==> src/rtl/mem_pkg.sv <==
`default_nettype none

package mem_pkg;

    // Bus geometry
    localparam int data_width = 32;
    localparam int lane_count = 4;

    // Region codes compared against address bits 31..24
    localparam logic [7:0] region_ram = 8'h03;
    localparam logic [7:0] region_io  = 8'h04;

    // Work RAM
    localparam int ram_words       = 2048;
    localparam int ram_index_width = 11;    // Address bits 12..2

    // I/O block with slot i at I/O base + 4*i
    localparam int io_reg_count   = 8;
    localparam int io_index_width = 3;      // Address bits 4..2

    // Special slots among otherwise plain registers
    localparam int key_idx  = 0;            // Low half is the button state
    localparam int ie_idx   = 1;            // High half reads IF and writes acknowledge
    localparam int fifo_idx = 2;            // Sample queue push and head

    // Sample queue
    localparam int fifo_depth  = 8;
    localparam int level_width = 4;

    // Access size codes on bus_size
    localparam logic [1:0] size_byte = 2'd0;
    localparam logic [1:0] size_half = 2'd1;
    localparam logic [1:0] size_word = 2'd2;

endpackage

`default_nettype wire

==> src/rtl/sample_fifo.sv <==
`default_nettype none
`timescale 1ns/10ps

module sample_fifo (
    input  logic                              clock,
    input  logic                              reset,
    input  logic                              push,
    input  logic                              pop,
    input  logic                              clear,
    input  logic [mem_pkg::data_width-1:0]    push_data,
    output logic [mem_pkg::data_width-1:0]    head,
    output logic [mem_pkg::level_width-1:0]   level
);

    import mem_pkg::*;

    logic [data_width-1:0]         entries [fifo_depth];
    logic [$clog2(fifo_depth)-1:0] put_ptr;
    logic [$clog2(fifo_depth)-1:0] get_ptr;
    logic                          do_push;
    logic                          do_pop;

    assign do_push = push && (level != fifo_depth);    // Full drops the sample
    assign do_pop  = pop && (level != 0);

    assign head = entries[get_ptr];

    always_ff @(posedge clock) begin
        if (do_push && !clear)
            entries[put_ptr] <= push_data;
    end

    // Pointers wrap on their own since the depth is a power of two
    always_ff @(posedge clock, posedge reset) begin
        if (reset) begin
            put_ptr <= '0;
            get_ptr <= '0;
            level   <= '0;
        end else if (clear) begin
            put_ptr <= '0;
            get_ptr <= '0;
            level   <= '0;
        end else begin
            if (do_push) put_ptr <= put_ptr + 1'b1;
            if (do_pop)  get_ptr <= get_ptr + 1'b1;
            if (do_push && !do_pop)
                level <= level + 1'b1;
            else if (do_pop && !do_push)
                level <= level - 1'b1;
        end
    end

endmodule

`default_nettype wire

==> src/rtl/io_regs.sv <==
`default_nettype none
`timescale 1ns/10ps

module io_regs (
    input  logic                                  clock,
    input  logic                                  reset,
    input  logic [mem_pkg::io_index_width-1:0]    io_index,
    input  logic [mem_pkg::lane_count-1:0]        io_we,
    input  logic [mem_pkg::data_width-1:0]        wdata,
    input  logic [15:0]                           buttons,
    input  logic [15:0]                           reg_if,
    input  logic                                  sample_pop,
    input  logic                                  sample_clear,
    output logic [mem_pkg::data_width-1:0]        io_rdata,
    output logic [15:0]                           int_acks,
    output logic [mem_pkg::data_width-1:0]        sample_data,
    output logic [mem_pkg::level_width-1:0]       sample_level
);

    import mem_pkg::*;

    logic [data_width-1:0] gen_regs [io_reg_count];
    logic [15:0]           key_high;
    logic [15:0]           ie_low;
    logic                  gen_hit;
    logic                  key_hit;
    logic                  ie_hit;
    logic                  fifo_push;

    assign key_hit = (io_index == key_idx);
    assign ie_hit  = (io_index == ie_idx);
    assign gen_hit = !key_hit && !ie_hit && (io_index != fifo_idx);

    // Only lane 0 triggers a push of the whole word
    assign fifo_push = (io_index == fifo_idx) && io_we[0];

    // Plain byte-writable slots
    always_ff @(posedge clock, posedge reset) begin
        if (reset) begin
            for (int s = 0; s < io_reg_count; s++)
                gen_regs[s] <= '0;
        end else if (gen_hit) begin
            for (int i = 0; i < lane_count; i++) begin
                if (io_we[i])
                    gen_regs[io_index][8*i +: 8] <= wdata[8*i +: 8];
            end
        end
    end

    // Key high half, IE low half and the self-clearing acknowledge
    always_ff @(posedge clock, posedge reset) begin
        if (reset) begin
            key_high <= '0;
            ie_low   <= '0;
            int_acks <= '0;
        end else begin
            if (key_hit && io_we[2]) key_high[7:0]  <= wdata[23:16];
            if (key_hit && io_we[3]) key_high[15:8] <= wdata[31:24];
            if (ie_hit && io_we[0])  ie_low[7:0]    <= wdata[7:0];
            if (ie_hit && io_we[1])  ie_low[15:8]   <= wdata[15:8];
            // Held for one cycle only since the pause spacing rules out a second write
            int_acks[7:0]  <= (ie_hit && io_we[2]) ? wdata[23:16] : 8'h00;
            int_acks[15:8] <= (ie_hit && io_we[3]) ? wdata[31:24] : 8'h00;
        end
    end

    sample_fifo fifo (
        .clock     (clock),
        .reset     (reset),
        .push      (fifo_push),
        .pop       (sample_pop),
        .clear     (sample_clear),
        .push_data (wdata),
        .head      (sample_data),
        .level     (sample_level)
    );

    always_comb begin
        case (io_index)
            key_idx:  io_rdata = {key_high, buttons};
            ie_idx:   io_rdata = {reg_if, ie_low};
            fifo_idx: io_rdata = sample_data;    // Queue head without a pop on read
            default:  io_rdata = gen_regs[io_index];
        endcase
    end

endmodule

`default_nettype wire

==> config.mk <==
export PLATFORM = sky130hd
export DESIGN_NAME = io_regs
export DESIGN_NICKNAME = d
export VERILOG_FILES = /design/src/rtl/mem_pkg.sv /design/src/rtl/sample_fifo.sv /design/src/rtl/io_regs.sv
export SDC_FILE = /design/constraint.sdc
export NUM_CORES = 1
export LEC_CHECK = 0
export ABC_AREA = 1
export CAP_MARGIN = 20
export CORE_MARGIN = 3
export CORE_UTILIZATION = 50
export CTS_CLUSTER_SIZE = 14
export DETAILED_ROUTE_END_ITERATION = 10
export DONT_BUFFER_PORTS = 1
export GPL_ROUTABILITY_DRIVEN = 0
export GPL_TIMING_DRIVEN = 0
export PLACE_DENSITY_LB_ADDON = 0.08
export SYNTH_ARGS = -nofsm -noshare
export SYNTH_HDL_FRONTEND = slang
export SYNTH_HIERARCHICAL = 1
export SYNTH_SLANG_ARGS = --single-unit
==> constraint.sdc <==
create_clock -name clock -period 9.9 [get_ports clock]
set_input_delay 2.97 -clock clock [delete_from_list [all_inputs] [get_ports clock]]
set_output_delay 2.97 -clock clock [all_outputs]
set_load 0.05 [all_outputs]
After elaboration in Yosys (flattened, before gate mapping) --
Memory sizes are Yosys's and may differ from the RTL's. Cells that the tools add are included.
Word-level totals: bits in registers 314, memory bits (writable) 256, input port bits 75, output and inout port bits 84, logic and storage cells 87, memories kept 1
Cells by class: add/subtract/negate cells 4, $lt $le $gt $ge 2, eq/ne operators 4, mux-type cells 34, bitwise logic cells 1, reductions and logical operators 25
Memory list:
- fifo.entries | words 8, width 32, read ports 1, clocked after Yosys merged registers in 0, write ports 1, line sample_fifo.sv:17 | logic [data_width-1:0] entries [fifo_depth];
Operators by type and width (number):
- 256-bit 2-to-1 mux | 7
- 256-bit bitwise mux | 4
- 32-bit demux with 3-bit select | 4
- 32-bit binary-select mux with 3-bit select | 1
- 32-bit 2-to-1 mux | 3
- 32-bit case mux with 3 select lines | 1
- 24-bit 2-to-1 mux | 1
- 8-bit 2-to-1 mux | 3
- 16-bit 2-to-1 mux | 1
- 1-bit logical AND | 15
- 3-bit 2-to-1 mux | 4
- 4-bit 2-to-1 mux | 3
- 3-bit by 1-bit adder with 3-bit output (second input constant) | 2
- 1-bit zero test | 5
- 4-bit by 1-bit adder with 4-bit output (second input constant) | 1
- 4-bit >= comparator (second input constant) | 1
- 4-bit by 1-bit less-than comparator with 1-bit output (second input constant) | 1
- 4-bit inequality test (second input constant) | 1
- 3-bit inverter with 4-bit output | 1
- 2-bit nonzero test | 2
- 4-bit nonzero test | 1
- 4-bit by 1-bit subtractor with 4-bit output (second input constant) | 1
- 3-bit by 1-bit == test with 1-bit output (second input constant) | 1
- 3-bit by 2-bit == test with 1-bit output (second input constant) | 1
- other kinds (4) | 5

Longest topological paths before layout --
depth after elaboration 16, depth in mapped cells 18, depth with buffers taken out 16

Modules after synthesis --
The synthesis kept the hierarchy.
Modules (own cells, without submodules):
- sample_fifo | times used 1, cells an instance 939, area an instance 10840.4 µm², seq. area each 7937.6 µm²
- io_regs | times used 1, cells an instance 1288, area an instance 9932.0 µm², seq. area each 5205.0 µm²

Worst setup path after synthesis --
Ideal clock, no wire load.
path type input-to-output, start point input port io_index[0] in the netlist's numbering, end point output port io_rdata[15] in the netlist's numbering, arrival 4.632 ns, required time 6.930 ns, slack 2.298 ns, cell stages on the path 10, buffers on the path 3, cells stage by stage buf_4 > inv_2 > buf_4 > buf_2 > nand2_1 > nand2_1 > nand2_1 > nand2_1 > nand2_1 > a21oi_1
On the way: cells in the longest elaborated chain, start to end 5, elaborated cells between the ends (all ways) 8, those cells by class 2 x eq/ne; 4 x mux; 1 x bitwise; 1 x reduce/logical
RTL lines:
- start: declaration | line io_regs.sv:7 | input logic [mem_pkg::io_index_width-1:0] io_index,
- 3-bit inverter with 4-bit output (not written as such) | line io_regs.sv:83 | default: io_rdata = gen_regs[io_index];
- 32-bit binary-select mux with 3-bit select | line io_regs.sv:83
- 32-bit 2-to-1 mux (not written as such) (2 in series) | line io_regs.sv:83
- 32-bit case mux with 3 select lines * | line io_regs.sv:79 | case (io_index)
- end: declaration | line io_regs.sv:14 | output logic [mem_pkg::data_width-1:0] io_rdata,
Mark *: on every way between the ends. The rest lies on a longest branch, timed or not. The select of a mux whose other input is x is not followed.

Worst setup path in the final report --
start point input port io_index[2] in the netlist's numbering, end point output port io_rdata[9] in the netlist's numbering
The elaborated chain is that of the path after synthesis.

==> out/metrics.yaml <==
power_switching_mw: 1.91
dpl.cell_count: 2784
fp-row-count: 74
tightest_slew_ps: 1190
io_buffers: 0
period_share_pct: 84.5
cts_setup_buffers: 0
hp-class: "reg2reg"
top_usage_layer: "met2"
crit_start: "io_index[2]"
critical_path_arrival_ps: 5390
cts_hold_repair.buffers: 0
max_freq_mhz: 120
grt.met3_usage_pct: 8.03
ys.flop_type: "edfxtp_1"
drt-vias-per-instance: 5.64
pwr-share-seq_pct: 42.6
fin_area_um2: 23400
grt.overflow.total: 0
p_int_mw: 3.64
dr.first_iter.drc_count: 1637
slew_violations: 0
ir_drop_uv: 158
ys_async_sr_fraction_pct: 46.0
drc: 0
r2r-start: "fifo/level[2]"
area_delta_synth_final_pct: 12.8
relSlewSlack_pct: 20.6
yosysWarningCount: 6
total_leakage_power_nw: 10.1
crit_family: "compound AO/OA/AOI/OAI gates"
synth_edf_count: 256
tritoncts: "built"
grtUsageMet2_pct: 42.7
swShare_pct: 34.4
avgSynthCellArea_um2: 9.33
cp.required_ps: 6930
cts_buffers: 50
clock_path_buffers: 3
drv_cap: 0
path_clk_slew_ps: 60
dpl.hpwl_um: 45200
finalHoldViolCount: 0
fin_cells: 2875
ys_seq_area_share_pct: 63.3
globalRouteTotalUtil_pct: 28.5
num_vias: 16200
grt_max_degree: 113
first_pass_iters: 6
fin_worst_skew_ps: 12.5
pin_count: 159
wl_per_cell_um: 21.7
max_stage_delay_ps: 960
status: "finished clean"
layout-drive-gt1-share_pct: 8.46
die_h_um: 210
final_nets: 2385
fin_tns_setup_ps: 0
pwr_density_cell_nw_per_um2: 236
grt_pass1_wl_um: 94600
critPathSlowestCell: "a21oi_1"
core_area_um2: 40900
setup_viol: 0
root_buffer: "clkbuf_16"
insertion_delay_ps: 590
crit_type: "in2out"
gr-usage-met1_pct: 40.6
place_area_um2: 21800
path_max_fanout: 10
p_clk_share_pct: 33.3
die_x_um: 210
wl_um: 62500
ant_nets: 0
crit_top_cell: "a21oi_1"
ys_types: 32
initial_core_util_pct: 50.8
endpoint_kind: "output pin"
syn-cell-area_um2: 20800
htree_num_levels: 2
synthCells: 2227
grt_pass1_vias: 15600
worstPathBufferInverterCount: 2
synth-seq-cells: 474
critPathLaunchType: "input port"
rsz0062_at_grt: "false"
cts-resized-gates: 0
synth.net_count: 2308
holdWs_ps: 480
antenna_found_initial: 3
crit_chain: "buf_4 > nor2_2 > clkbuf_1 > a21oi_1 > a21oi_1"
pwr-share-comb_pct: 24.1
min_from: "gen_regs[12]"
clock-sinks: 474
dieArea_um2: 44000
fin_crit_ps: 8360
[area by class of cell]
cell class,count,area (µm²)
fillers,3648,17500
flip-flops and latches,474,13100
multi-input cells,1582,6820
clock buffers,70,1420
well taps,532,666
plain buffers,116,656
repair buffers,25,325
inverters,55,216
clock inverters,19,190
diodes,2,5.00
[cells in the final DEF (no fill, tap or decap), types with 3 or more instances in the layout]
| master | instances |
|---|---|
| clkbuf_8 | 7 |
| inv_2 | 4 |
| buf_12 | 3 |
| edfxtp_1 | 256 |
| inv_1 | 49 |
| bufinv_16 | 3 |
| clkinv_1 | 4 |
| nand2_1 | 897 |
| buf_4 | 12 |
| xor2_1 | 3 |
| nor2_4 | 6 |
| nor2_2 | 4 |
| clkinv_2 | 9 |
| clkbuf_16 | 51 |
| buf_6 | 35 |
| o21ai_1 | 72 |
| nor2_1 | 182 |
| clkbuf_1 | 49 |
| nor3_2 | 4 |
| o21ai_0 | 280 |
| a21oi_1 | 26 |
| buf_2 | 38 |
| buf_1 | 14 |
| nand4_1 | 12 |
| nand2_2 | 3 |
| ha_1 | 5 |
| nand2_4 | 6 |
| dfrtp_1 | 218 |
| nand3_1 | 71 |
[routing by layer]
| layer | part of all wire, % | up-vias |
|---|---|---|
| li1 | - | 7526 |
| met5 | 0.027 | - |
| met3 | 11 | 101 |
| met4 | 2.8 | 2 |
| met1 | 42 | 7858 |
| met2 | 44 | 722 |
[path summary, 6_finish.rpt]
| kind | slack [ps] | cells past startpoint | endpoint |
|---|---|---|---|
| min in group asynchronous | 2260 | 1 | fifo/put_ptr[1] |
| min reg2reg | 480 | 2 | gen_regs[12] |
| max reg2reg | 7200 | 5 | fifo/entries[6][10] |
| max in group asynchronous | 6560 | 2 | gen_regs[5] |
| max | 1540 | 5 | io_rdata[9] |
| min | 480 | 2 | gen_regs[12] |
[synth_stat cells (2+ instances only)]
master | n | area, µm²
a21oi_1 | 26 | 130
xor2_1 | 3 | 26.3
nor3_4 | 2 | 32.5
edfxtp_1 | 256 | 7690
nand4_1 | 12 | 75.1
nor3_1 | 4 | 20.0
nand2_2 | 3 | 18.8
buf_1 | 14 | 52.6
inv_1 | 50 | 188
nor2_4 | 2 | 22.5
nor2_1 | 186 | 698
nand2_4 | 6 | 67.6
o21ai_1 | 72 | 360
o22ai_1 | 2 | 12.5
buf_2 | 38 | 190
nand3_1 | 71 | 355
inv_2 | 4 | 15.0
clkbuf_1 | 37 | 139
dfrtp_1 | 218 | 5460
ha_1 | 5 | 62.6
nor2_2 | 4 | 25.0
nor2_8 | 2 | 40.0
nand2_1 | 897 | 3370
buf_4 | 8 | 60.1
buf_6 | 19 | 214
o21ai_0 | 280 | 1400
[worst register-to-register path: cells and delay by family (launching register included)]
kind                   cells  cell delay (ps)
and+or+nand+nor            3             1320
DFF                        1              660
buffers and inverters      2              400
[power by group through the flow]
stage	Combinational, mW	Clock (mW)	Sequential [mW]
final	1.34	1.85	2.36
after global routing	1.48	1.96	2.38
after floorplan	0.990	0	2.37
after detailed placement	1.33	0	2.39
after global placement	1.30	0	2.39
after CTS	1.34	1.87	2.36
[through the flow]
step / utilization [%] / worst slack (ps) / power [mW]
after global placement: 52.4 / -1120 / 3.69
after CTS: 57.2 / 1640 / 5.56
after floorplan: - / 1250 / 3.36
after detailed placement: 53.3 / 1640 / 3.72
final: 57.3 / 1540 / 5.54
after global routing: 57.3 / 1480 / 5.81
[registers in the layout, summed over array words and instances, names as in the netlist]
register,flops
int_acks,16
fifo/level,4
key_high,16
fifo/put_ptr,3
fifo/get_ptr,3
gen_regs,160
fifo/entries,256
ie_low,16
[cell families (layout without fill, tap and decap cells)]
family	after synthesis	after routing	share of synthesized area, %
DFF	474	474	63.3
and+or+nand+nor	1190	1190	22.8
buffers and inverters	171	285	4.16
xor gates and xnor gates	3	3	0.127
AOI/OAI and AO/OA	383	383	9.28
other	0	2	0
adders and majority gates	6	6	0.398
Note: power is estimated with default switching activity, not from simulation.
