### src/rtl/mem_pkg.sv
`default_nettype none

package mem_pkg;

    // Bus geometry
    localparam int data_width = 32;
    localparam int lane_count = 4;

    // Region codes compared against address bits 31..24
    localparam logic [7:0] region_ram = 8'h03;
    localparam logic [7:0] region_io  = 8'h04;

    // Work RAM
    localparam int ram_words       = 2048;
    localparam int ram_index_width = 11;    // Address bits 12..2

    // I/O block with slot i at I/O base + 4*i
    localparam int io_reg_count   = 8;
    localparam int io_index_width = 3;      // Address bits 4..2

    // Special slots among otherwise plain registers
    localparam int key_idx  = 0;            // Low half is the button state
    localparam int ie_idx   = 1;            // High half reads IF and writes acknowledge
    localparam int fifo_idx = 2;            // Sample queue push and head

    // Sample queue
    localparam int fifo_depth  = 8;
    localparam int level_width = 4;

    // Access size codes on bus_size
    localparam logic [1:0] size_byte = 2'd0;
    localparam logic [1:0] size_half = 2'd1;
    localparam logic [1:0] size_word = 2'd2;

endpackage

`default_nettype wire

### src/rtl/bus_port.sv
`default_nettype none
`timescale 1ns/10ps

module bus_port (
    input  logic                                  clock,
    input  logic                                  reset,
    input  logic [31:0]                           bus_addr,
    input  logic [mem_pkg::data_width-1:0]        bus_wdata,
    input  logic [1:0]                            bus_size,
    input  logic                                  bus_write,
    input  logic [mem_pkg::data_width-1:0]        ram_rdata,
    input  logic [mem_pkg::data_width-1:0]        io_rdata,
    output logic [mem_pkg::data_width-1:0]        bus_rdata,
    output logic                                  bus_pause,
    output logic [mem_pkg::ram_index_width-1:0]   mem_addr,
    output logic [mem_pkg::lane_count-1:0]        ram_we,
    output logic [mem_pkg::lane_count-1:0]        io_we,
    output logic [mem_pkg::io_index_width-1:0]    io_index,
    output logic [mem_pkg::data_width-1:0]        wdata
);

    import mem_pkg::*;

    logic [31:0]           addr_lat;
    logic [1:0]            size_lat;
    logic                  accept;
    logic                  commit;
    logic [lane_count-1:0] lanes;
    logic                  ram_sel;
    logic                  io_sel;

    // A write is taken only outside the pause, so one write gives one pause
    assign accept = bus_write & ~bus_pause;

    always_ff @(posedge clock, posedge reset) begin
        if (reset) begin
            addr_lat  <= '0;
            size_lat  <= '0;
            bus_pause <= 1'b0;
        end else begin
            addr_lat  <= bus_addr;
            size_lat  <= bus_size;
            bus_pause <= accept;
        end
    end

    assign commit = bus_pause;    // Write lands at the end of the pause cycle

    // Byte lanes from the latched address and size
    always_comb begin
        case (size_lat)
            size_byte: lanes = lane_count'(1) << addr_lat[1:0];
            size_half: lanes = addr_lat[1] ? 4'b1100 : 4'b0011;
            size_word: lanes = '1;
            default:   lanes = '0;    // Code 3 touches nothing
        endcase
    end

    // Region decode on the latched address
    assign ram_sel = (addr_lat[31:24] == region_ram);
    assign io_sel  = (addr_lat[31:24] == region_io) && (addr_lat[23:2] < io_reg_count);

    assign ram_we = (commit && ram_sel) ? lanes : '0;
    assign io_we  = (commit && io_sel) ? lanes : '0;

    // Live address on reads lets the RAM start one cycle early
    assign mem_addr = commit ? addr_lat[ram_index_width+1:2]
                             : bus_addr[ram_index_width+1:2];
    assign io_index = addr_lat[io_index_width+1:2];

    // Master holds its data through the pause
    assign wdata = bus_wdata;

    // Read data follows the region of the address from the previous cycle
    always_comb begin
        if (ram_sel)
            bus_rdata = ram_rdata;
        else if (io_sel)
            bus_rdata = io_rdata;
        else
            bus_rdata = '0;    // Unmapped or beyond the last I/O slot
    end

endmodule

`default_nettype wire

### config.mk
export PLATFORM = sky130hd
export DESIGN_NAME = bus_port
export DESIGN_NICKNAME = d
export VERILOG_FILES = /design/src/rtl/mem_pkg.sv /design/src/rtl/bus_port.sv
export SDC_FILE = /design/constraint.sdc
export NUM_CORES = 1
export LEC_CHECK = 0
export BUFFER_PORTS_ARGS = -buffer_cell sky130_fd_sc_hd__buf_2
export CAP_MARGIN = 30
export CORE_MARGIN = 5
export CORE_UTILIZATION = 30
export DETAILED_ROUTE_END_ITERATION = 16
export PLACE_DENSITY = 0.74
export SLEW_MARGIN = 20
export SYNTH_ARGS = -nofsm -noshare
export SYNTH_HDL_FRONTEND = slang
export SYNTH_SLANG_ARGS = --single-unit
### constraint.sdc
create_clock -name clock -period 1.95 [get_ports clock]
set_input_delay 0.585 -clock clock [delete_from_list [all_inputs] [get_ports clock]]
set_output_delay 0.585 -clock clock [all_outputs]
set_load 0.05 [all_outputs]
# --- Word-level counts from Yosys, hierarchy flattened ---
# Cells that the tools add are included.
classes:
  magnitude_cmp: 1
  n_eq_ne: 4
  n_shift: 1
  muxes: 7
  bitwise: 2
  reduce_logical: 4
op_table:
  columns: ["cell", "count"]
  rows:
  - ["32-bit 2-to-1 mux", 2]
  - ["22-bit by 4-bit < comparator with 1-bit output (second input constant)", 1]
  - ["4-bit 2-to-1 mux", 3]
  - ["4-bit one-hot mux with 3 select lines", 1]
  - ["11-bit 2-to-1 mux", 1]
  - ["8-bit by 2-bit equality test with 1-bit output (second input constant)", 1]
  - ["8-bit by 3-bit equality test with 1-bit output (second input constant)", 1]
  - ["1-bit by 2-bit << shifter with 4-bit output (first input constant)", 1]
  - ["1-bit logical AND", 3]
  - ["2-bit by 1-bit equality test with 1-bit output (second input constant)", 1]
  - ["2-bit equality test (second input constant)", 1]
  - ["2-bit logical NOT", 1]
  - ["1-bit AND", 1]
  - ["1-bit NOT", 1]
totals:
  reg_bits: 35
  input_bits: 133
  output_inout_bits: 87

# --- Logic depth before layout (Yosys ltp) ---
# Gate-level depths: netlist of run 1.
depth:
  ltp_word: 4
  mapped_depth: 5
  ltp_nobuf: 4

# --- Worst setup path before layout of run 1 ---
# Ideal clock, no wire load.
synth_path:
  path_type: "reg-to-output"
  from: "reg addr_lat[5]"
  to: "out bus_rdata[13] (netlist bit)"
  arrival_ns: 2.111
  path_slack_ns: -0.746
  stages_incl_launch_ff: 6
  n_path_buf: 1
  cell_sequence: "dfrtp_1 -> nor4b_2 -> nand4_1 -> or3_1 -> buf_2 -> o2bb2ai_1"
synth_via:
  elab_chain_cells: 4
synth_lines:
  columns: ["item", "line_no", "source"]
  rows:
  - ["start, declared", "bus_port.sv:24", "logic [31:0] addr_lat;"]
  - ["start signal, assigned", "bus_port.sv:41", "addr_lat <= bus_addr;"]
  - ["22-bit by 4-bit < comparator with 1-bit output", "bus_port.sv:61", "assign io_sel = (addr_lat[31:24] == region_io) && (addr_lat[23:2] < io_reg_count);"]
  - ["1-bit logical AND", "bus_port.sv:61", null]
  - ["32-bit 2-to-1 mux", "bus_port.sv:78", "else if (io_sel)"]
  - ["32-bit 2-to-1 mux", "bus_port.sv:76", "if (ram_sel)"]
  - ["end, declared", "bus_port.sv:13", "output logic [mem_pkg::data_width-1:0] bus_rdata,"]
# No other way between the ends.

# --- Worst setup path after layout of run 1 ---
layout_path:
  from: "reg addr_lat[6]"
  to: "out bus_rdata[7] (netlist bit)"
# The elaborated chain is that of the path after synthesis.

==> results of run 1 <==
## cell families (layout without fill, tap and decap cells)
family	after synthesis	after routing	share of synthesized area, %
simple gates	41	42	11.8
compound gates	37	37	16.8
mux	11	11	6.76
buf+inv	44	193	16.8
flops	35	35	47.8
## placed cells by master (no fill, tap or decap)
cell,n
inv_1,1
clkinv_2,1
nor3_2,1
a22o_4,19
nor4_1,2
or3_4,2
a21boi_1,1
o21ai_1,3
dfrtp_1,34
nor4b_2,1
and2_4,2
clkbuf_16,3
bufinv_16,1
nor2_1,4
dfrtp_2,1
buf_8,30
nand2b_1,1
nor2b_1,5
nand2_2,1
o2bb2ai_4,9
mux2_2,11
a22o_2,4
buf_4,17
nor2_4,6
nor4_2,2
buf_6,26
buf_2,106
nand4_1,2
buf_12,1
bufbuf_16,1
a21oi_1,1
clkbuf_8,6
nor3_4,2
nand2_1,11
## state kept, by name, indices dropped and copies added, names as in the netlist
register   count
addr_lat      32
size_lat       2
bus_pause      1
## critical path: cells and delay by family (launching register included)
kind,cells,cell delay (ns)
AOI/OAI and AO/OA,1,0.15
and+or+nand+nor,3,0.60
buffers and inverters,4,0.61
DFF,1,0.38
## final timing paths
check                           slack (ns)    startpoint      endpoint  cells past startpoint
worst max-delay path                 -0.64   addr_lat[6]  bus_rdata[7]                      8
worst min-delay path                  0.41         reset  addr_lat[22]                      3
worst max register to register        1.07     bus_pause     bus_pause                      3
worst min register to register        0.71     bus_pause     bus_pause                      3
max in group asynchronous             1.22         reset     bus_pause                      3
min in group clock                    0.41  bus_addr[21]  addr_lat[21]                      1
## timing repair
action                     in CTS  in global routing
buffers inserted                8                  4
pin swaps                      15                 20
gates cloned                    4                  5
setup endpoints to repair      51                 51
resized for setup             101                 67
## power by group through the flow
stage	logic [uW]	clock network, uW	registers, uW
after floorplan	344	0	797
after global placement	321	0	792
after detailed placement	325	0	794
after CTS	338	663	783
after global routing	400	693	786
final	373	652	783
## per-stage QoR
stage          instances  hold WS, ns  power (uW)  cell area (um^2)
2_1_floorplan        168        0.616        1140              2110
3_3_place_gp         369        0.646        1110              2790
3_5_place_dp         369        0.641        1120              2790
4_1_cts              388        0.401        1780              3360
5_1_grt              393        0.397        1880              3710
6_report             393        0.408        1810              3710
## metal layers
| metal | global-route usage, % | wire length [um] | share of wire [%] |
|---|---|---|---|
| met1 | 16.9 | 2390 | 33 |
| met2 | 30.0 | 4020 | 55 |
| met3 | 3.57 | 828 | 11 |
| met4 | 3.71 | 65 | 0.89 |
| met5 | 0 | 0 | 0 |
## area by class of cell
| cell class | instances | area (um^2) |
|---|---|---|
| clock buffer | 6 | 82.6 |
| clock inverter | 2 | 35.0 |
| fill | 459 | 2210 |
| inverter | 1 | 3.75 |
| multi-input combinational | 90 | 1090 |
| sequential | 35 | 877 |
| tap | 75 | 93.8 |
| timing repair buffer | 184 | 1530 |
==> impl_metrics.csv, run 1 <==
group,metric,value,unit
outcome,status,"complete, but fails checks",
outcome,violations,"setup timing",
worst_setup_path,arrival,2.01,ns
cts,cts.sinks,35,
die,die_w,88.1,um
final_layout,finish.utilization,62.6,%
worst_setup_path,critPathSlowestCell,"dfrtp_1",
sta,clock_skew,0,ns
drt,ant_nets,0,
final_layout,drive_above_1_share,79.6,%
global_route,grt_overflow,0,
sta,post-route-period-util,133,%
logic_synthesis,yosys_warnings,0,
power,seqPwrFrac,43.3,%
sta,layout_min_cycle_time,2.59,ns
die,start_util,30.9,%
logic_synthesis,synthTopCellsByCount,"37 x buf_4, 35 x dfrtp_1, 23 x a22o_1, 12 x nand2_1, 11 x mux2_2",
drt,via_per_inst,4.74,
logic_synthesis,synth-seq-cells,35,
die,die_area,7770,um^2
power,power_switching,466,uW
logic_synthesis,async_flop_share,100,%
drt,drt-wirelength-per-cell,18.6,um
logic_synthesis,synth_area_leaders,"dfrtp_1 48%, buf_4 15%, a22o_1 11%",
global_route,grt_first_pass_wirelength,9.16,mm
cts,clkTransAtPathRegs,0.06,ns
logic_synthesis,synth_area_leader_cell,"dfrtp_1",
worst_setup_path,cp_max_fo,5,
power,clkPwrFrac,36.1,%
power,p_comb_share,20.7,%
sta,fmax,386,MHz
cts,h-tree-depth,2,
power,power.leakage,0.00183,uW
cts,hold_buffers,0,
worst_setup_path,worst-setup-path-type,"reg2out",
sta,fin_setup_tns,-23.65,ns
power,powerDensity,487,nW/um^2
drt,via_count,1863,
cts,ctsLongestPathBuffers,2,
global_route,grt_max_degree,36,
worst_hold_path,hold_class,"in2async",
die,std_cell_rows,28,
sta,slew_headroom,71.8,%
final_layout,antenna_cells,0,
drt,routed_wl,7.31,mm
placement,port_buffers,155,
global_route,grt_pass1_vias,1860,
die,coreArea,5920,um^2
placement,dp_hpwl,5.05,mm
sta,grt_setup_unrepaired,"yes",
drt,drt_iter0_drc,25,
die,die_height,88.1,um
sta,tightest_slew,0.421,ns
cts,cts-buffers-inserted,5,
global_route,antenna_found_initial,0,
logic_synthesis,yosysMostFrequentCell,"buf_4",
logic_synthesis,synth.top_cell.area_share,47.8,%
logic_synthesis,synthFlopType,"dfrtp_1",
sta,worst_slack,-0.643,ns
sta,finalMaxSlewViolations,0,
logic_synthesis,synthCells,168,
logic_synthesis,synth_fp_nets,301,
cts,worstSkewPairLatency,0.28,ns
worst_setup_path,crit_path_end_kind,"output pin",
logic_synthesis,syn-cell-area,1830,um^2
power,sw_frac_of_total,25.8,%
power,irDropWorstVdd,0.685,mV
worst_setup_path,worst_path_most_repeated_cell,"buf_6",
sta,finalHoldViolations,0,
die,ios,220,
sta,setup_viol,44,
logic_synthesis,yosysUniqueCellTypes,23,
placement,gp_congestion,0.735,
drt,drtPass1Iterations,2,
worst_setup_path,slowest_delay,0.38,ns
power,intPower,1340,uW
run,cap_violations,0,
logic_synthesis,yosysSeqAreaShare,47.8,%
worst_setup_path,cp_cell_sequence,"nor4_1 -> nand4_1 -> buf_6 -> nor3_4 -> buf_6 -> buf_6 -> a22o_4 -> buf_8",
worst_setup_path,required,1.36,ns
final_layout,fin_nets,450,
cts,clockRootBuffer,"clkbuf_8",
final_layout,area_growth_syn_to_layout,102,%
cts,cts_tree,"done",
global_route,grt.total_usage,15.5,%
logic_synthesis,synth.avg_cell_area,10.9,um^2
worst_setup_path,crit_path_start_kind,"register",
placement,pre_cts_ws,-0.503,ns
logic_synthesis,synth_enable_flop_cells,0,
drt,post-route-drc-count,0,
Note: power is estimated with default switching activity, not from simulation.
==> inputs of run 2 (changes only) <==
BUFFER_PORTS_ARGS = -buffer_cell sky130_fd_sc_hd__buf_4   (was -buffer_cell sky130_fd_sc_hd__buf_2)
SETUP_SLACK_MARGIN = 0.2   (was default)
clock period = 2.37 ns   (was 1.95 ns; I/O delays follow)
==> run 2 against run 1 <==
The run still ends with setup timing left. Non-clock buffer count is 3 lower. Die area stayed put. Sequential share of layout area is 1.5 points lower. Critical path type unchanged. Critical endpoint is now bus_rdata[19].
==> impl_metrics.csv, run 2 (synthesis results as in run 1) <==
group,metric,value,unit
worst_setup_path,r2r_end,"bus_pause",
die,std_cell_rows,28,
power,power,1380,uW
final_layout,area_growth_syn_to_layout,117,%
placement,port_buffers,155,
global_route,grt_max_degree,36,
power,irDropWorstVdd,0.477,mV
die,start_util,30.9,%
die,die_area,7770,um^2
worst_setup_path,required,1.66,ns
worst_setup_path,r2r_setup_slack,1.59,ns
final_layout,top_register,"addr_lat",
worst_setup_path,reg2reg_depth,2,
final_layout,antenna_cells,0,
drt,via_per_inst,4.74,
final_layout,drive_above_1_share,79.7,%
cts,h-tree-depth,2,
cts,clkTransAtPathRegs,0.06,ns
drt,routed_wl,7.77,mm
cts,cts_tree,"done",
die,coreArea,5920,um^2
drt,drt-wirelength-per-cell,19.9,um
outcome,violations,"setup timing",
sta,tightest_slew,0.413,ns
cts,ctsLongestPathBuffers,2,
cts,clockRootBuffer,"clkbuf_8",
worst_setup_path,cp_max_fo,6,
run,cap_violations,0,
global_route,grt_pass1_vias,2056,
global_route,antenna_found_initial,0,
final_layout,layout_common_cells,"125 x buf_4, 34 x dfrtp_1, 34 x buf_8, 23 x a22o_4, 14 x buf_6",
sta,worst_slack,-0.430,ns
sta,slew_headroom,72.3,%
power,power.leakage,0.00191,uW
sta,post-route-period-util,118,%
outcome,status,"complete, but fails checks",
final_layout,final_common_cell,"buf_4",
sta,fmax,357,MHz
sta,layout_min_cycle_time,2.80,ns
final_layout,largest_register_ffs,32,
worst_setup_path,arrival,2.09,ns
global_route,grt_overflow,0,
drt,via_count,1847,
final_layout,postLayoutCellArea,3970,um^2
drt,post-route-drc-count,0,
drt,drt_iter0_drc,35,
sta,grt_setup_unrepaired,"yes",
worst_setup_path,crit_path_end_kind,"output pin",
worst_hold_path,hold_class,"in2async",
sta,setup_viol,40,
die,die_height,88.1,um
worst_setup_path,worst-setup-path-type,"reg2out",
final_layout,reg.largest.list,"addr_lat: 32 flops, size_lat: 2 flops, bus_pause: 1 flops",
power,powerDensity,349,nW/um^2
cts,worstSkewPairLatency,0.28,ns
global_route,grt_first_pass_wirelength,10.2,mm
final_layout,stdcell_count,390,
final_layout,fin_nets,447,
sta,timing.hold.ws,0.532,ns
sta,finalMaxSlewViolations,0,
cts,cts.sinks,35,
worst_setup_path,r2r_start,"bus_pause",
die,die_w,88.1,um
placement,placed_area,3170,um^2
placement,dp_hpwl,5.85,mm
cts,cts-buffers-inserted,5,
placement,dp_cells,367,
sta,clock_skew,0,ns
sta,finalHoldViolations,0,
global_route,grt.total_usage,17.3,%
drt,drtPass1Iterations,3,
placement,gp_congestion,0.685,
worst_setup_path,crit_path_start_kind,"register",
drt,ant_nets,0,
die,ios,220,
==> run 2: changes by cell type in the layout (fill, tap and decap cells not counted), sizes merged <==
cell	delta
buf	-2
bufinv	-1
==> run 2: power by group <==
part | total, uW | internal (uW) | switching (uW)
Sequential | 646 | 629 | 17.4
Combinational | 342 | 172 | 171
Clock | 396 | 206 | 191
==> run 2: worst max path at each step <==
stage	from	to	slack [ns]	cells after the start
floorplan	addr_lat[5]	bus_rdata[13]	0.04	5
global placement	addr_lat[27]	bus_rdata[13]	-0.17	5
detailed placement	addr_lat[27]	bus_rdata[20]	-0.21	5
CTS	addr_lat[5]	bus_rdata[16]	-0.44	6
global route	addr_lat[7]	bus_rdata[19]	-0.56	6
finish	addr_lat[7]	bus_rdata[19]	-0.43	6
==> run 2: routing by layer <==
layer / global-route usage [%] / wire length [um] / vias to the layer above
met3: 6.21 / 882 / 11
met1: 17.6 / 2450 / 852
met5: 0 / 0 / -
met4: 6.32 / 153 / 0
met2: 32.4 / 4280 / 123
li1: - / - / 861
==> run 2: worst max-delay path, stage by stage, from the launching register on <==
cell,delay [ns]
dfrtp_1,0.39
nor4_2,0.29
nand4_1,0.19
buf_4,0.18
or3_4,0.43
o2bb2ai_4,0.16
buf_8,0.16
==> run 2: cell type report <==
cell class / instances / area (um^2)
fill: 446 / 1950
timing repair buffer: 181 / 1770
multi-input combinational: 90 / 1140
sequential: 35 / 877
tap: 75 / 93.8
clock buffer: 7 / 76.3
clock inverter: 1 / 5.00
inverter: 1 / 3.75
==> run 2: per-stage QoR <==
| step | setup slack (ns) | util (%) | setup TNS [ns] |
|---|---|---|---|
| after floorplan | 0.0368 | - | 0 |
| after CTS | -0.436 | 59.7 | -14.63 |
| after global routing | -0.559 | 67.0 | -19.04 |
| final | -0.430 | 67.0 | -13.94 |
| after global placement | -0.169 | 53.5 | -4.72 |
| after detailed placement | -0.211 | 53.5 | -5.76 |
==> run 2: what timing repair did <==
item,CTS,global route
endpoints found under the setup margin,40,40
hold endpoints to repair,0,0
pin swaps,3,35
hold buffers,0,0
cloned,2,4
resized for setup,58,57
buffers inserted,4,5
==> inputs of run 3 (changes only) <==
ABC_AREA = 1   (was default)
PLACE_DENSITY = 0.68   (was 0.74)
==> run 3 against run 2 <==
The run still ends with setup timing left. Non-clock buffer count rose by 3. Register-to-register slack barely moved. Combinational power rose by 12%. Core utilization fell by 8.2 points. Wire length rose by 9.7%. Synthesized area rose by 26%. Global-route usage fell by 2.5 points. Die area rose by 23%.
==> impl_metrics.csv, run 3 <==
group,metric,value,unit
worst_setup_path,cp_max_fo,8,
worst_setup_path,critical_path_buf_inv_count,4,
logic_synthesis,yosysMostFrequentCell,"nand2_1",
drt,routed_wl,8.52,mm
final_layout,final_common_cell,"buf_4",
outcome,status,"complete, but fails checks",
placement,port_buffers,155,
worst_setup_path,crit_path_start_kind,"register",
drt,drtPass1Iterations,4,
global_route,grt_max_degree,42,
worst_setup_path,reg2reg_depth,2,
logic_synthesis,synth_area_leader_cell,"dfrtp_1",
logic_synthesis,syn-cell-area,2300,um^2
worst_setup_path,r2r_start,"bus_pause",
cts,worstSkewPairLatency,0.28,ns
die,die_w,97.7,um
logic_synthesis,synth_fp_nets,463,
logic_synthesis,synthTopCellsByCount,"77 x nand2_1, 58 x nor2_1, 52 x inv_1, 41 x buf_4, 35 x dfrtp_1",
sta,tightest_slew,0.409,ns
power,irDropWorstVdd,0.422,mV
logic_synthesis,synthFlopType,"dfrtp_1",
power,powerDensity,323,nW/um^2
sta,layout_min_cycle_time,2.41,ns
drt,via_count,2488,
global_route,antenna_found_initial,0,
die,start_util,30.3,%
die,die_height,97.7,um
sta,slew_headroom,72.6,%
global_route,grt_overflow,0,
final_layout,top_register,"addr_lat",
final_layout,area_growth_syn_to_layout,94.0,%
cts,h-tree-depth,2,
worst_setup_path,required,1.66,ns
logic_synthesis,async_flop_share,100,%
die,std_cell_rows,32,
sta,grt_setup_unrepaired,"yes",
sta,timing.hold.ws,0.517,ns
worst_setup_path,slowest_delay,0.39,ns
worst_hold_path,hold_class,"in2async",
logic_synthesis,synth-seq-cells,35,
die,coreArea,7610,um^2
run,cap_violations,0,
cts,cts_tree,"done",
worst_setup_path,worst_path_most_repeated_cell,"nand2_1",
cts,clkTransAtPathRegs,0.06,ns
final_layout,num-fill-cells,670,
final_layout,regArea,877,um^2
logic_synthesis,yosysUniqueCellTypes,19,
sta,fmax,416,MHz
drt,ant_nets,0,
drt,post-route-drc-count,0,
logic_synthesis,synth.top_cell.area_share,38.0,%
worst_setup_path,crit_path_end_kind,"output pin",
final_layout,stdcell_count,573,
logic_synthesis,synth_enable_flop_cells,0,
drt,drt_iter0_drc,37,
sta,finalHoldViolations,0,
sta,finalMaxSlewViolations,0,
logic_synthesis,synth.avg_cell_area,6.98,um^2
sta,setup_viol,31,
die,ios,220,
cts,hold_buffers,0,
global_route,grt_pass1_vias,2410,
worst_setup_path,r2r_end,"bus_pause",
cts,ctsLongestPathBuffers,2,
sta,clock_skew,0,ns
worst_setup_path,arrival,1.70,ns
final_layout,multi_input_area,1300,um^2
drt,drt-wirelength-per-cell,14.9,um
sta,fin_setup_tns,-0.669,ns
die,die_area,9540,um^2
global_route,grt.total_usage,14.8,%
final_layout,drive_above_1_share,62.4,%
placement,dp_cells,545,
worst_setup_path,r2r_setup_slack,1.60,ns
outcome,violations,"setup timing",
sta,worst_slack,-0.0362,ns
worst_setup_path,cp_top_family,"buffers and inverters",
placement,gp_congestion,0.778,
logic_synthesis,synth_area_leaders,"dfrtp_1 38%, buf_4 13%, nand2_1 13%",
final_layout,fin_nets,604,
worst_setup_path,worst-setup-path-type,"reg2out",
worst_setup_path,cp_cell_sequence,"inv_1 -> nand2_1 -> nor2_1 -> nand2_1 -> nor2_4 -> buf_12 -> clkbuf_16 -> nand3_4 -> nand2_2 -> buf_8",
placement,dp_hpwl,6.02,mm
power,power.leakage,0.00219,uW
sta,post-route-period-util,102,%
worst_setup_path,critPathSlowestCell,"dfrtp_1",
cts,cts-buffers-inserted,5,
logic_synthesis,yosysSeqAreaShare,38.0,%
logic_synthesis,yosys_warnings,0,
cts,clockRootBuffer,"clkbuf_8",
placement,pre_cts_ws,0.216,ns
final_layout,largest_register_ffs,32,
final_layout,layout_common_cells,"124 x buf_4, 48 x inv_1, 45 x nor2_1, 44 x nand2_1, 34 x dfrtp_1",
final_layout,antenna_cells,0,
cts,cts.sinks,35,
final_layout,reg.largest.list,"addr_lat: 32 flops, size_lat: 2 flops, bus_pause: 1 flops",
drt,via_per_inst,4.34,
logic_synthesis,synthCells,330,
global_route,grt_first_pass_wirelength,11.6,mm
## run 3: changes by cell type after synthesis, moves of 4 or more
cell | before | now
nor4_1 | 4 | 0
buf_4 | 37 | 41
a21oi_1 | 1 | 6
nor2_1 | 10 | 58
o2bb2ai_1 | 9 | 0
a22o_1 | 23 | 0
inv_1 | 1 | 52
nand2_1 | 12 | 77
nand3_1 | 0 | 34
a31oi_1 | 0 | 4
mux2_2 | 11 | 5
nor2b_1 | 5 | 0
## run 3: worst max path at each step
stage / slack, ns / to / startpoint / depth (start not counted)
3_3_place_gp: 0.23 / bus_rdata[1] / addr_lat[6] / 9
4_1_cts: -0.05 / io_we[0] / addr_lat[23] / 8
3_5_place_dp: 0.22 / bus_rdata[1] / addr_lat[6] / 9
6_report: -0.04 / bus_rdata[7] / addr_lat[27] / 10
2_1_floorplan: -0.08 / io_we[0] / bus_pause / 3
5_1_grt: -0.16 / bus_rdata[6] / addr_lat[9] / 10
## run 3: report_power, final
| group | switching, uW | internal, uW |
|---|---|---|
| combinational | 196 | 187 |
| sequential | 14.0 | 628 |
| clock | 190 | 227 |
| total | 400 | 1040 |
## run 3: metal layers
layer	track usage [%]	part of all wire [%]
met1	14.0	34
met2	27.6	53
met3	7.04	10
met4	5.54	2.9
met5	0.549	0
## run 3: cells by family (layout without fill, tap and decap cells)
family	after synthesis	after routing	synth area share [%]
and+or+nand+nor	176	176	32.1
buffers and inverters	104	245	25.0
DFF	35	35	38.0
AOI/OAI and AO/OA	10	10	2.39
muxes	5	5	2.44
## run 3: worst reg2reg max path, stage by stage, from the launching register on
cell     delay, ns
dfrtp_2       0.43
buf_12        0.17
nor2_1        0.10
## run 3: layout make-up
cell class	count	area share, %
multi-input combinational	191	29.1
inverter	54	4.53
tap	102	2.85
sequential	35	19.6
timing repair buffer	184	41.9
clock buffer	6	1.85
clock inverter	1	0.112
## run 3: repair_timing
| item | CTS | global route |
|---|---|---|
| endpoints found under the setup margin | 45 | 45 |
| gates cloned | 0 | 9 |
| buffers inserted | 1 | 11 |
| pin swaps | 1 | 39 |
| gates resized for setup | 45 | 129 |
| endpoints found under the hold margin | 0 | 0 |
## run 3: through the flow
step                      power (uW)  utilization (%)  area, um^2
after CTS                       1420             48.0        3650
final                           1440             58.8        4470
after detailed placement        1000             44.6        3390
after global placement           998             44.6        3390
after floorplan                  967                -        2350
after global routing            1510             58.8        4470
